### config.mk
export PLATFORM = sky130hd
export DESIGN_NAME = vending_machine
export DESIGN_NICKNAME = d
export VERILOG_FILES = /design/src/verilog/vm_pkg.sv /design/src/verilog/product_store.sv /design/src/verilog/change_picker.sv /design/src/verilog/cash_box.sv /design/src/verilog/vm_controller.sv /design/src/verilog/vending_machine.sv
export SDC_FILE = /design/constraint.sdc
export NUM_CORES = 1
export LEC_CHECK = 0
export ABC_AREA = 1
export BUFFER_PORTS_ARGS = -buffer_cell sky130_fd_sc_hd__buf_2
export CAP_MARGIN = 20
export CORE_MARGIN = 4
export CORE_UTILIZATION = 64
export DETAILED_ROUTE_END_ITERATION = 10
export PLACE_DENSITY = 0.84
export SYNTH_ARGS = -nofsm -noshare
export SYNTH_HDL_FRONTEND = slang
export SYNTH_SLANG_ARGS = --single-unit
export TNS_END_PERCENT = 10
### constraint.sdc
create_clock -name i_clk -period 8.5 [get_ports i_clk]
set_clock_uncertainty 0.1 [all_clocks]
set_input_delay 1.7 -clock i_clk [delete_from_list [all_inputs] [get_ports i_clk]]
set_output_delay 1.7 -clock i_clk [all_outputs]
set_load 0.02 [all_outputs]
### src/verilog/vm_pkg.sv
package vm_pkg;

  localparam int PRODUCT_W    = 4;
  localparam int NUM_PRODUCTS = 10;   // Codes 1 to 10 with 0 for none
  localparam int MONEY_W      = 21;
  localparam int NOTE_W       = 16;
  localparam int NUM_DENOMS   = 15;

  // Largest note first
  localparam logic [NOTE_W-1:0] DENOM_VALUES [NUM_DENOMS] = '{
    16'd50000,
    16'd20000,
    16'd10000,
    16'd5000,
    16'd2000,
    16'd1000,
    16'd500,
    16'd200,
    16'd100,
    16'd50,
    16'd25,
    16'd10,
    16'd5,
    16'd2,
    16'd1
  };

  // Indexed by product code minus one
  localparam logic [NOTE_W-1:0] PRICES [NUM_PRODUCTS] = '{
    16'd100,
    16'd150,
    16'd120,
    16'd200,
    16'd180,
    16'd175,
    16'd80,
    16'd210,
    16'd130,
    16'd50
  };

  typedef enum logic [2:0] {
    IDLE,
    SELECT,
    PAY,
    SETTLE,
    DISPENSE,
    NO_CHANGE,
    SOLD_OUT
  } vm_state_t;

endpackage

### src/verilog/product_store.sv
`timescale 1ns/1ps

module product_store #(
  parameter int STOCK_INIT = 10
) (
  input  logic                         i_clk,
  input  logic                         i_rst_n,
  input  logic [vm_pkg::PRODUCT_W-1:0] i_product,
  input  logic                         i_take,
  output logic                         o_available,
  output logic [vm_pkg::NOTE_W-1:0]    o_price,
  output logic                         o_sold_out
);

  localparam int STOCK_W = (STOCK_INIT > 0) ? $clog2(STOCK_INIT + 1) : 1;

  logic [STOCK_W-1:0]           stock [vm_pkg::NUM_PRODUCTS];
  logic                         sel_valid;
  logic [vm_pkg::PRODUCT_W-1:0] sel_idx;
  logic                         any_left;

  assign sel_valid = (i_product != '0) && (i_product <= vm_pkg::NUM_PRODUCTS);
  assign sel_idx   = sel_valid ? (i_product - 1'b1) : '0;

  assign o_available = sel_valid && (stock[sel_idx] != '0);
  assign o_price     = sel_valid ? vm_pkg::PRICES[sel_idx] : '0;

  always_comb begin
    any_left = 1'b0;
    for (int p = 0; p < vm_pkg::NUM_PRODUCTS; p++) begin
      any_left = any_left | (stock[p] != '0);
    end
  end

  assign o_sold_out = !any_left;

  always_ff @(posedge i_clk or negedge i_rst_n) begin
    if (!i_rst_n) begin
      for (int p = 0; p < vm_pkg::NUM_PRODUCTS; p++) begin
        stock[p] <= STOCK_W'(STOCK_INIT);
      end
    end else if (i_take) begin
      stock[sel_idx] <= stock[sel_idx] - 1'b1;   // Availability checked upstream
    end
  end

endmodule

### src/verilog/change_picker.sv
`timescale 1ns/1ps

module change_picker (
  input  logic [vm_pkg::MONEY_W-1:0]    i_remaining,
  input  logic [vm_pkg::NUM_DENOMS-1:0] i_in_stock,
  output logic                          o_pick_valid,
  output logic [3:0]                    o_pick_index,
  output logic [vm_pkg::MONEY_W-1:0]    o_pick_value
);

  localparam int PAD_W = vm_pkg::MONEY_W - vm_pkg::NOTE_W;

  // Scan from the smallest note up, so the last hit is the largest that fits
  always_comb begin
    o_pick_valid = 1'b0;
    o_pick_index = '0;
    for (int d = vm_pkg::NUM_DENOMS - 1; d >= 0; d--) begin
      if (i_in_stock[d] && ({{PAD_W{1'b0}}, vm_pkg::DENOM_VALUES[d]} <= i_remaining)) begin
        o_pick_valid = 1'b1;
        o_pick_index = 4'(d);
      end
    end
  end

  assign o_pick_value = o_pick_valid ?
                        {{PAD_W{1'b0}}, vm_pkg::DENOM_VALUES[o_pick_index]} : '0;

endmodule

### src/verilog/cash_box.sv
`timescale 1ns/1ps

module cash_box #(
  parameter int NOTE_INIT  = 10,
  parameter int NOTE_CNT_W = 8
) (
  input  logic                       i_clk,
  input  logic                       i_rst_n,
  input  logic [vm_pkg::NOTE_W-1:0]  i_money,
  input  logic                       i_accept,
  input  logic                       i_pay,
  input  logic [vm_pkg::MONEY_W-1:0] i_remaining,
  output logic                       o_note_valid,
  output logic                       o_pick_valid,
  output logic [vm_pkg::MONEY_W-1:0] o_pick_value
);

  logic [NOTE_CNT_W-1:0]         notes [vm_pkg::NUM_DENOMS];
  logic [vm_pkg::NUM_DENOMS-1:0] match_hot;   // One-hot match of i_money against the table
  logic [vm_pkg::NUM_DENOMS-1:0] in_stock;
  logic [3:0]                    pick_index;

  always_comb begin
    for (int d = 0; d < vm_pkg::NUM_DENOMS; d++) begin
      match_hot[d] = (i_money == vm_pkg::DENOM_VALUES[d]);
      in_stock[d]  = (notes[d] != '0);
    end
  end

  assign o_note_valid = |match_hot;

  change_picker u_picker (
    .i_remaining  (i_remaining),
    .i_in_stock   (in_stock),
    .o_pick_valid (o_pick_valid),
    .o_pick_index (pick_index),
    .o_pick_value (o_pick_value)
  );

  always_ff @(posedge i_clk or negedge i_rst_n) begin
    if (!i_rst_n) begin
      for (int d = 0; d < vm_pkg::NUM_DENOMS; d++) begin
        notes[d] <= NOTE_CNT_W'(NOTE_INIT);
      end
    end else begin
      for (int d = 0; d < vm_pkg::NUM_DENOMS; d++) begin
        if (i_accept && match_hot[d]) begin
          if (notes[d] != '1) notes[d] <= notes[d] + 1'b1;   // Saturate
        end else if (i_pay && (pick_index == 4'(d))) begin
          notes[d] <= notes[d] - 1'b1;
        end
      end
    end
  end

endmodule

### src/verilog/vm_controller.sv
`timescale 1ns/1ps

module vm_controller (
  input  logic                         i_clk,
  input  logic                         i_rst_n,
  input  logic                         i_buy,
  input  logic [vm_pkg::PRODUCT_W-1:0] i_product,
  input  logic [vm_pkg::NOTE_W-1:0]    i_money,
  output logic [vm_pkg::PRODUCT_W-1:0] o_product,
  output logic [vm_pkg::MONEY_W-1:0]   o_change,
  output logic [vm_pkg::MONEY_W-1:0]   o_change_total,
  output logic                         o_busy,
  output logic                         o_no_change,
  output logic                         o_strobe,
  output logic                         o_need_more_money,
  output logic                         o_empty,
  input  logic                         i_available,
  input  logic [vm_pkg::NOTE_W-1:0]    i_price,
  input  logic                         i_sold_out,
  output logic                         o_take,
  input  logic                         i_note_valid,
  output logic                         o_accept,
  input  logic                         i_pick_valid,
  input  logic [vm_pkg::MONEY_W-1:0]   i_pick_value,
  output logic                         o_pay,
  output logic [vm_pkg::MONEY_W-1:0]   o_remaining
);

  localparam int PAD_W = vm_pkg::MONEY_W - vm_pkg::NOTE_W;

  vm_pkg::vm_state_t state, state_nxt;

  logic [vm_pkg::NOTE_W-1:0]  price;
  logic [vm_pkg::MONEY_W-1:0] amount;       // Paid sum and later the change still owed
  logic [vm_pkg::MONEY_W-1:0] price_ext;
  logic [vm_pkg::MONEY_W-1:0] note_amount;
  logic [vm_pkg::MONEY_W-1:0] paid_sum;
  logic [vm_pkg::MONEY_W-1:0] owed;
  logic [vm_pkg::MONEY_W-1:0] left_after;
  logic                       price_reached;

  assign price_ext     = {{PAD_W{1'b0}}, price};
  assign note_amount   = i_note_valid ? {{PAD_W{1'b0}}, i_money} : '0;  // Odd values dropped
  assign paid_sum      = amount + note_amount;
  assign price_reached = (paid_sum >= price_ext);
  assign owed          = amount - price_ext;
  assign left_after    = amount - i_pick_value;

  assign o_take   = (state == vm_pkg::SELECT) && i_available;
  assign o_accept = (state == vm_pkg::PAY);
  assign o_pay    = (state == vm_pkg::DISPENSE) && i_pick_valid;

  assign o_remaining       = amount;
  assign o_need_more_money = (state == vm_pkg::PAY) && !price_reached;
  assign o_empty           = (state == vm_pkg::SOLD_OUT);
  assign o_busy            = (state != vm_pkg::IDLE) && (state != vm_pkg::SOLD_OUT);

  always_comb begin
    state_nxt = state;
    case (state)
      vm_pkg::IDLE: begin
        if (i_sold_out) state_nxt = vm_pkg::SOLD_OUT;
        else if (i_buy) state_nxt = vm_pkg::SELECT;
      end
      vm_pkg::SELECT: if (i_available) state_nxt = vm_pkg::PAY;
      vm_pkg::PAY: if (price_reached) state_nxt = vm_pkg::SETTLE;
      vm_pkg::SETTLE: state_nxt = vm_pkg::DISPENSE;
      vm_pkg::DISPENSE: begin
        if ((amount == '0) || (i_pick_valid && (left_after == '0))) begin
          state_nxt = vm_pkg::IDLE;
        end else if (!i_pick_valid) begin
          state_nxt = vm_pkg::NO_CHANGE;   // Cash box ran dry
        end
      end
      vm_pkg::NO_CHANGE: state_nxt = vm_pkg::IDLE;
      vm_pkg::SOLD_OUT: state_nxt = vm_pkg::SOLD_OUT;   // Held until reset
      default: state_nxt = vm_pkg::IDLE;
    endcase
  end

  always_ff @(posedge i_clk or negedge i_rst_n) begin
    if (!i_rst_n) begin
      state          <= vm_pkg::IDLE;
      o_product      <= '0;
      o_change       <= '0;
      o_change_total <= '0;
      o_strobe       <= 1'b0;
      o_no_change    <= 1'b0;
    end else begin
      state       <= state_nxt;
      o_change    <= '0;
      o_strobe    <= 1'b0;
      o_no_change <= 1'b0;
      case (state)
        vm_pkg::SELECT: if (i_available) o_product <= i_product;
        vm_pkg::SETTLE: o_change_total <= owed;
        vm_pkg::DISPENSE: begin
          if (amount == '0) begin
            o_strobe <= 1'b1;   // Exact payment
          end else if (i_pick_valid) begin
            o_change <= i_pick_value;
            o_strobe <= (left_after == '0);
          end
        end
        vm_pkg::NO_CHANGE: begin
          o_strobe    <= 1'b1;
          o_no_change <= 1'b1;
        end
        default: ;
      endcase
    end
  end

  // Transaction data
  always_ff @(posedge i_clk) begin
    case (state)
      vm_pkg::SELECT: begin
        if (i_available) begin
          price  <= i_price;
          amount <= '0;
        end
      end
      vm_pkg::PAY: amount <= paid_sum;
      vm_pkg::SETTLE: amount <= owed;
      vm_pkg::DISPENSE: if (i_pick_valid) amount <= left_after;
      default: ;
    endcase
  end

endmodule

### src/verilog/vending_machine.sv
`timescale 1ns/1ps

module vending_machine #(
  parameter int STOCK_INIT = 10,
  parameter int NOTE_INIT  = 10,
  parameter int NOTE_CNT_W = 8
) (
  input  logic                         i_clk,
  input  logic                         i_rst_n,
  input  logic                         i_buy,
  input  logic [vm_pkg::PRODUCT_W-1:0] i_product,
  input  logic [vm_pkg::NOTE_W-1:0]    i_money,
  output logic [vm_pkg::PRODUCT_W-1:0] o_product,
  output logic [vm_pkg::MONEY_W-1:0]   o_change,
  output logic [vm_pkg::MONEY_W-1:0]   o_change_total,
  output logic                         o_busy,
  output logic                         o_no_change,
  output logic                         o_strobe,
  output logic                         o_need_more_money,
  output logic                         o_empty
);

  logic                       take;
  logic                       available;
  logic [vm_pkg::NOTE_W-1:0]  price;
  logic                       sold_out;
  logic                       note_valid;
  logic                       accept;
  logic                       pay;
  logic                       pick_valid;
  logic [vm_pkg::MONEY_W-1:0] pick_value;
  logic [vm_pkg::MONEY_W-1:0] remaining;

  vm_controller u_ctrl (
    .i_clk             (i_clk),
    .i_rst_n           (i_rst_n),
    .i_buy             (i_buy),
    .i_product         (i_product),
    .i_money           (i_money),
    .o_product         (o_product),
    .o_change          (o_change),
    .o_change_total    (o_change_total),
    .o_busy            (o_busy),
    .o_no_change       (o_no_change),
    .o_strobe          (o_strobe),
    .o_need_more_money (o_need_more_money),
    .o_empty           (o_empty),
    .i_available       (available),
    .i_price           (price),
    .i_sold_out        (sold_out),
    .o_take            (take),
    .i_note_valid      (note_valid),
    .o_accept          (accept),
    .i_pick_valid      (pick_valid),
    .i_pick_value      (pick_value),
    .o_pay             (pay),
    .o_remaining       (remaining)
  );

  // Store sees the live code so the stock check happens during selection
  product_store #(
    .STOCK_INIT (STOCK_INIT)
  ) u_store (
    .i_clk       (i_clk),
    .i_rst_n     (i_rst_n),
    .i_product   (i_product),
    .i_take      (take),
    .o_available (available),
    .o_price     (price),
    .o_sold_out  (sold_out)
  );

  cash_box #(
    .NOTE_INIT  (NOTE_INIT),
    .NOTE_CNT_W (NOTE_CNT_W)
  ) u_cash (
    .i_clk        (i_clk),
    .i_rst_n      (i_rst_n),
    .i_money      (i_money),
    .i_accept     (accept),
    .i_pay        (pay),
    .i_remaining  (remaining),
    .o_note_valid (note_valid),
    .o_pick_valid (pick_valid),
    .o_pick_value (pick_value)
  );

endmodule

# --- Word level (Yosys, flattened, before mapping) ---
# Memories as Yosys holds them, arrays and structs flattened. A register that Yosys moved wholly into a read port is not among the register bits.
# Cells that the tools add are included.
classes:
  add_sub_neg: 35
  n_lt_le_gt_ge: 20
  n_eq_ne: 71
  muxes: 103
  n_bitwise: 11
  reduce_logical: 123
ops:
  columns: ["op", "n"]
  rows:
  - ["2-to-1 mux 8 bit", 45]
  - ["adder 8 x 1 -> 8 bit (second input constant)", 15]
  - ["inequality test 8 bit (second input constant)", 15]
  - ["nonzero test 8 bit", 15]
  - ["subtractor 8 x 1 -> 8 bit (second input constant)", 15]
  - ["2-to-1 mux 21 bit", 5]
  - ["one-hot mux 21 bit (4 select lines)", 1]
  - ["2-to-1 mux 4 bit", 19]
  - ["2-to-1 mux 16 bit", 4]
  - ["logical AND 1 bit", 53]
  - ["nonzero test 4 bit", 13]
  - ["logical NOT 21 bit", 2]
  - ["bitwise mux 40 bit", 1]
  - ["inequality test 2 bit (second input constant)", 16]
  - ["AND reduction 2 bit", 16]
  - ["nonzero test 2 bit", 15]
  - ["equality test 4 bit (second input constant)", 7]
  - ["adder 21 bit", 1]
  - [">= comparator 21 x 16 -> 1 bit", 1]
  - ["less-or-equal comparator 1 x 21 -> 1 bit (first input constant)", 1]
  - ["less-or-equal comparator 10 x 21 -> 1 bit (first input constant)", 1]
  - ["less-or-equal comparator 11 x 21 -> 1 bit (first input constant)", 1]
  - ["less-or-equal comparator 13 x 21 -> 1 bit (first input constant)", 1]
  - ["less-or-equal comparator 14 x 21 -> 1 bit (first input constant)", 1]
  - ["other kinds (55)", 99]
word_totals:
  regBits: 232
  mem_bits_ro: 512
  elab_cells: 397
  mem_count: 2
mem_list:
  columns: ["memory", "words", "width", "rd", "rd_clocked_by_memory_dff", "wr", "line_no", "text"]
  rows:
  - ["(name not given)", 16, 16, 1, 0, 0, "change_picker.sv:26", "{{PAD_W{1'b0}}, vm_pkg::DENOM_VALUES[o_pick_index]} : '0;"]
  - ["(name not given)", 16, 16, 1, 1, 0, "product_store.sv:26", "assign o_price = sel_valid ? vm_pkg::PRICES[sel_idx] : '0;"]

# --- Longest topological paths before layout ---
# Gate-level depths: netlist of the first run.
logic_depth:
  ltp_word: 28
  ltp_mapped: 46

# --- By module ---
# Synthesis of the first run repeated with hierarchy kept, for this count alone.
hier_totals:
  hier_cells: 3204
  area_unflattened_um2: 22106.2
by_module_without_submodules:
  columns: ["mod", "n_inst", "cells_per_inst", "area_each_um2", "seq_area_each_um2"]
  rows:
  - ["cash_box", 1, 1451, 10491.3, 3040.4]
  - ["vm_controller", 1, 1119, 7606.0, 2387.3]
  - ["product_store", 1, 358, 2637.5, 1026.0]
  - ["change_picker", 1, 276, 1371.3, 0.0]

# --- Least setup slack after synthesis of the first run ---
# OpenSTA, ideal clock, no wires.
synth_path:
  kind: "input port to output port"
  startpoint: "in i_money[7] in the netlist's numbering"
  endpoint: "out o_need_more_money"
  t_arrival_ns: 5.636
  path_slack_ns: 1.064
  cell_stages: 24
  n_path_buf: 1
  path_cell_list: "clkbuf_1 > nor2_1 > inv_1 > nor2_1 > inv_1 > nor2_1 > a2111o_1 > nor3_1 > nor2_1 > ha_1 > fa_1 > nand3_1 > nand2_1 > xor2_1 > ha_1 > a21oi_1 > o221ai_1 > nand2_1 > a21boi_0 > nor3_1 > nand3_1 > nor2_1 > nand4_1 > inv_1"
synth_via:
  elab_chain_len: 7
  word_cells_on_any_way: 21
  classes_between: "add/sub: 1; order compare: 1; eq/ne: 15; mux: 1; reduce/logical: 3"
synth_lines:
  columns: ["element", "line_no", "text"]
  rows:
  - ["start, declared", "vending_machine.sv:12", "input logic [vm_pkg::NOTE_W-1:0] i_money,"]
  - ["equality test 16 bit, or another cell as far along", "cash_box.sv:25", "match_hot[d] = (i_money == vm_pkg::DENOM_VALUES[d]);"]
  - ["OR reduction 15 bit", "cash_box.sv:30", "assign o_note_valid = |match_hot;"]
  - ["2-to-1 mux 16 bit (*)", "vm_controller.sv:43", "assign note_amount = i_note_valid ? {{PAD_W{1'b0}}, i_money} : '0;"]
  - ["adder 21 bit (*)", "vm_controller.sv:44", "assign paid_sum = amount + note_amount;"]
  - [">= comparator 21 x 16 -> 1 bit (*)", "vm_controller.sv:45", "assign price_reached = (paid_sum >= price_ext);"]
  - ["logical NOT 1 bit (*)", "vm_controller.sv:54", "assign o_need_more_money = (state == vm_pkg::PAY) && !price_reached;"]
  - ["logical AND 1 bit (*)", "vm_controller.sv:54", null]
  - ["end, declared", "vending_machine.sv:19", "output logic o_need_more_money,"]
# Every way passes the cells marked *; elsewhere a longest branch is shown, timed or not.

# --- Worst setup path after layout of the first run ---
layout_path:
  startpoint: "in i_money[13] in the netlist's numbering"
  endpoint: "out o_need_more_money"
# The elaborated chain is that of the path after synthesis.

==> results of run 1 <==
[cells in the final DEF (no fill, tap or decap), types with 30 or more instances in the layout]
cell       synthesis  layout
a21oi_1          143     143
buf_2              9      67
clkbuf_16          0      30
dfrtp_1          156     156
dfstp_2           50      50
ha_1             153     153
inv_1            264     264
nand2_1          675     675
nand3_1          209     209
nand4_1           65      65
nor2_1           191     188
nor3_1            40      40
nor4_1            54      53
o21ai_0          102     102
o21ai_1           47      47
xor2_1           113     113
[synth_stat cells, types with 6 or more instances]
cell type,n
inv_2,12
o21ai_0,102
fa_1,18
nor2_1,191
nand2_4,10
nand3_2,7
nand2_2,27
clkinv_1,7
nor2_2,9
nand3_4,8
ha_1,153
edfxtp_1,29
clkbuf_1,12
xor2_1,113
xnor2_1,13
buf_2,9
a21oi_1,143
nor3_1,40
inv_1,264
nor2_4,10
dfrtp_1,156
nand3_1,209
a31oi_1,21
nor4_1,54
o221ai_1,6
nand3b_1,10
o211ai_1,19
o21bai_1,16
buf_4,7
o21ai_1,47
or2_2,17
dfstp_2,50
nand2_1,675
nand4_1,65
[state kept, by name (all words and copies together), names as in the netlist]
register / flops
u_ctrl.o_change: 16
u_ctrl.o_remaining: 21
u_store.stock: 40
u_ctrl.o_strobe: 1
u_ctrl.state: 3
u_ctrl.o_product: 4
u_ctrl.o_change_total: 21
u_ctrl.price: 8
u_cash.notes: 120
u_ctrl.o_no_change: 1
[cell families (layout without fill, tap and decap cells)]
family	Yosys count	count (layout)	share of synthesized area, %
adder cells (fa/ha/maj)	171	171	11.8
other	1	6	0.0195
buffers and inverters	323	420	6.75
XOR/XNOR	127	127	5.83
AND/OR/NAND/NOR	1349	1349	32.8
flip-flops	235	235	31.7
AO/OA/AOI/OAI	382	382	11.1
[worst min-delay path: stages, from the launching register on]
cell     delay [ns]
dfrtp_1        0.34
nand2_1        0.05
nand2_1        0.05
[cell type report]
class	instances	area (um2)	area share, %
Tap cell	390	488	2.33
Clock buffer	39	815	3.89
Clock inverter	11	120	0.574
Sequential cell	235	6090	29.1
Multi-Input combinational cell	2034	11900	56.7
Timing Repair Buffer	83	474	2.26
Antenna cell	1	2.50	0.0120
Inverter	287	1090	5.19
[layer usage]
layer | part of all wire, % | global-route usage [%] | up-vias
met2 | 47 | 56.7 | 886
met3 | 8.9 | 6.18 | 190
li1 | - | - | 8873
met5 | 0.16 | 0 | -
met1 | 40 | 43.7 | 8849
met4 | 4.2 | 12.0 | 14
[path summary, 6_finish.rpt]
path / slack [ns] / cells after the start / to
worst max-delay path: 0.06 / 24 / o_need_more_money
min in group asynchronous: 1.05 / 1 / u_ctrl.o_change_total[20]$_DFFE_PN0N_
worst min-delay path: 0.37 / 2 / u_ctrl.o_change_total[18]$_DFFE_PN0N_
worst max register to register: 1.66 / 32 / u_ctrl.state[0]$_DFFE_PN0P_
worst min register to register: 0.37 / 2 / u_ctrl.o_change_total[18]$_DFFE_PN0N_
max in group asynchronous: 6.13 / 2 / u_cash.notes[45]$_DFFE_PN0P_
[power groups by stage]
| stage | logic (uW) | registers (uW) | clock network, uW |
|---|---|---|---|
| 6_report | 2500 | 1850 | 1230 |
| 3_3_place_gp | 2370 | 1830 | 0 |
| 4_1_cts | 2440 | 1830 | 1240 |
| 5_1_grt | 2760 | 1870 | 1280 |
| 3_5_place_dp | 2420 | 1840 | 0 |
| 2_1_floorplan | 1740 | 1760 | 0 |
[through the flow]
stage / std cells / hold slack (ns) / instance area [um2]
global route: 3080 / 0.396 / 20900
finish: 3080 / 0.372 / 20900
global placement: 3021 / 0.358 / 19900
detailed placement: 3021 / 0.363 / 19900
CTS: 3071 / 0.379 / 20900
floorplan: 2592 / 0.352 / 19200
[what timing repair did]
action	4_1_cts	5_1_grt
buffers inserted	0	6
setup endpoints to repair	0	1
resized for setup	0	5
hold endpoints to repair	0	0
==> flow_summary.ini, run 1 <==
[critical_path]
crit_buf_inv = 6
path_class = in2out
cp-startpoint = i_money[13]
crit_arrival_ns = 6.64
max_stage_delay_ns = 0.40
crit_chain = buf_2, nor2_1, nand3_1, nor4_4, clkinvlp_4, buf_4, nor3_1, nor3_1, clkbuf_4, nor2_1, ha_1, nand3_1, nand2_1, a21oi_1, o21ai_0, xor2_1, ha_1, or2_2, nor3_1, nand3_1, nor2_1, nand4_1, inv_1, buf_2
critPathLaunchType = input pin
worstPathMaxFanout = 10
end_kind = output port
worstReg2RegStart = u_ctrl.o_remaining[6]$_SDFFCE_PN0P_
cp.required_ns = 6.70
cpLargestDelayFamily = simple AND/OR/NAND/NOR gates
cp_slowest_cell = nor4_4

[pwr]
p_sw_share_pct = 46.5
p_comb_share_pct = 44.7
power_uw = 5580
p_int_uw = 2980
seq_power_share_pct = 33.2
p_leak_uw = 0.00988
powerDensity_mw_per_mm2 = 267
peakVddDrop_mv = 0.220
pwr-share-clk_pct = 22.1
power.switching_uw = 2600

[sta]
drv_slew = 0
setup_ws_ns = 0.0649
finalCritPeriodShare_pct = 99.2
fmax_mhz = 119
tns_ns = 0
relSlewSlack_pct = 37.3
period_minus_slack_ns = 8.44
worst_slew_pin_slew_ns = 0.935
setup_violations = 0
hold_viol_final = 0

[global_route]
antenna_found_initial = 8
grt_max_degree = 119
grt_pass1_vias = 18100
grtUsageTotal_pct = 33.7
grt_first_pass_wirelength_um = 91600
grt-ovfl-total = 0

[die]
row_count = 63
io-pin-count = 74
die_w_um = 181
core-area_mm2 = 0.0296
dieArea_mm2 = 0.0329
start_util_pct = 64.8
die_height_um = 181

[yosys]
avgSynthCellArea_um2 = 7.43
synthArstFlopShare_pct = 87.7
ys_types = 66
yosys-top-cells-area = dfrtp_1, nand2_1, ha_1, dfstp_2, nand3_1
synth_edf_count = 29
synth-seq-cells = 235
netlist.area_leader.share_pct = 20.3
syn_area_mm2 = 0.0192
seq_area_frac_synth_pct = 31.7
synth_top_flop_cell = dfrtp_1
synth_cells = 2588
synth_area_leader_cell = dfrtp_1
yosys_warnings = 0

[layout]
drive_above_1_share_pct = 11.3
finish.utilization_pct = 70.7
fin_nets = 2862
fillers = 2442
syn_to_final_growth_pct = 8.97

[detailed_routing]
routed_wl_um = 56800
first_pass_iters = 8
num_vias = 18800
viasPerCell = 6.11
ant_nets = 0
first_iter_violations = 1957
avgRoutedWirePerCell_um = 18.4
drc = 0

[outcome]
status = finished, final reports clean

[clock_network]
cts_hold_buf = 0
clkLatencyLatePin_ns = 0.56
clock-sinks = 235
cts_root_buffer = clkbuf_16
cts_made_buffers = 27
clkSlewWorstSetupHoldPaths_ns = 0.06
clock_path_buffers = 3
cts_tree = built
cts_max_level = 1

[min_path]
min-delay-start = u_ctrl.o_change_total[18]$_DFFE_PN0N_
hp-class = reg2reg

[placement]
place_congestion = 1.06
place_hpwl_um = 43400
portBuffers = 68
dpl_worst_slack_ns = 0.0655

[job]
cap_viol_max_count = 0
No activity file was read; power rests on OpenSTA's default activity.
==> inputs of run 2 (changes only) <==
Settings changed: RECOVER_POWER set to 50, SETUP_SLACK_MARGIN set to 0.4.
==> flow_summary.ini, run 2 (same netlist as run 1, synthesis figures left out) <==
[die]
dieArea_mm2 = 0.0329
die_w_um = 181
io-pin-count = 74
start_util_pct = 64.8
die_height_um = 181
core-area_mm2 = 0.0296
row_count = 63

[layout]
final_common_cell = nand2_1
finish.utilization_pct = 70.4
drive_above_1_share_pct = 9.65
final_cell_mix = nand2_1, inv_1, nand3_1
fillers = 2461
syn_to_final_growth_pct = 8.61
fin_nets = 2858
regMostFlops = u_cash.notes
top_regs = u_cash.notes x120, u_store.stock x40
largest_reg_flops = 120

[critical_path]
cpLargestDelayFamily = simple AND/OR/NAND/NOR gates
worstPathMaxFanout = 10
end_kind = output port
crit_arrival_ns = 6.02
reg2reg_setup_slack_ns = 1.66
max_stage_delay_ns = 0.40
cpMostUsedCell = nor2_1
ff2ff_path_depth = 31
crit_buf_inv = 4
path_class = in2out
worstReg2RegStart = u_ctrl.o_remaining[1]$_SDFFCE_PN0P_
critPathLaunchType = input pin
cp_slowest_cell = nor4_4
cp.required_ns = 6.70
crit_chain = buf_2, nor2_1, nand3_1, nor4_4, inv_4, nor4_2, a2111oi_1, nand4_1, nor3_4, nor2_1, ha_1, a21oi_1, nand2_1, a21oi_1, o21ai_1, xor2_1, ha_1, a21boi_0, nor3_1, nand3_1, nor2_1, nand4_1, inv_1, buf_2
r2r_end = u_ctrl.state[0]$_DFFE_PN0P_

[placement]
place_hpwl_um = 43400
dpl_worst_slack_ns = 0.0655
place_congestion = 1.06
portBuffers = 68

[sta]
setup_ws_ns = 0.682
tns_ns = 0
fin_hold_ws_ns = 0.375
hold_viol_final = 0
finalCritPeriodShare_pct = 92.0
period_minus_slack_ns = 7.82
setup_violations = 0
fmax_mhz = 128
drv_slew = 89
worst_slew_pin_slew_ns = 4.82
relSlewSlack_pct = -221
rsz0062_at_grt = no

[outcome]
status = finished, violations left
violations = max-capacitance violations, max-slew violations

[pwr]
peakVddDrop_mv = 0.221
p_leak_uw = 0.00970
p_int_uw = 2960
power.switching_uw = 2610
p_sw_share_pct = 46.8
seq_power_share_pct = 33.3
powerDensity_mw_per_mm2 = 267
pwr-share-clk_pct = 22.1
p_comb_share_pct = 44.6

[global_route]
grt_first_pass_wirelength_um = 91600
grt_pass1_vias = 18100
grt_max_degree = 119
grt-ovfl-total = 0
antenna_found_initial = 8
grtUsageTotal_pct = 33.7

[clock_network]
clkLatencyLatePin_ns = 0.56
cts_made_buffers = 27
clock_path_buffers = 3
clock-sinks = 235
cts_tree = built
cts_max_level = 1
clkSlewWorstSetupHoldPaths_ns = 0.06
cts_hold_buf = 0
cts_root_buffer = clkbuf_16

[detailed_routing]
ant_nets = 0
viasPerCell = 6.11
num_vias = 18800
routed_wl_um = 57000
drc = 0
avgRoutedWirePerCell_um = 18.5
first_pass_iters = 6
first_iter_violations = 1979

[min_path]
hp-class = reg2reg
min-delay-start = u_ctrl.o_change_total[18]$_DFFE_PN0N_
min_delay_worst_endpoint = u_ctrl.o_change_total[18]$_DFFE_PN0N_
hold_path_depth = 2

[job]
cap_viol_max_count = 1
==> run 2: area by class of cell <==
| type | instances | area, um2 | area share, % |
|---|---|---|---|
| multi-input combinational | 2034 | 11900 | 57.0 |
| sequential | 235 | 6090 | 29.2 |
| inverter | 287 | 1090 | 5.20 |
| clock buffer | 39 | 815 | 3.90 |
| tap | 390 | 488 | 2.34 |
| timing repair buffer | 79 | 374 | 1.79 |
| clock inverter | 11 | 120 | 0.576 |
| antenna | 1 | 2.50 | 0.0120 |
==> run 2: repair_timing <==
action	in CTS	in global routing
pin swaps	0	6
buffers inserted	0	3
gates resized for setup	3	14
endpoints found under the hold margin	0	0
setup endpoints to repair	1	1
==> run 2: routing by layer <==
layer | share of wire, % | track usage, %
met5 | 0.16 | 0
met4 | 4.3 | 12.0
met3 | 8.8 | 6.18
met2 | 47 | 56.7
met1 | 39 | 43.7
==> run 2: through the flow <==
stage	instance area, um2	cells	power (uW)
after floorplan	19200	2592	3490
after global placement	19900	3021	4200
after detailed placement	19900	3021	4260
after CTS	20900	3071	5510
after global routing	20900	3076	5900
final	20900	3076	5570
==> run 2: how the worst max path moves through the flow <==
stage / start / to / slack (ns) / depth (start not counted)
final: i_money[13] / o_need_more_money / 0.68 / 24
after CTS: i_money[3] / o_need_more_money / 0.41 / 29
after floorplan: i_money[7] / o_need_more_money / 1.06 / 24
after global routing: i_money[3] / o_need_more_money / 0.40 / 29
after detailed placement: i_money[3] / o_need_more_money / 0.07 / 27
after global placement: i_money[3] / o_need_more_money / 0.24 / 29
==> run 2: tightest hold or removal path, stage by stage (launching register included) <==
cell	delay, ns
dfrtp_1	0.34
nand2_1	0.05
nand2_1	0.05
==> run 2: power by group through the flow <==
stage               Combinational [uW]  Clock, uW  Sequential [uW]
floorplan                         1740          0             1760
global placement                  2370          0             1830
global route                      2740       1280             1870
detailed placement                2420          0             1840
CTS                               2440       1240             1830
finish                            2480       1230             1860
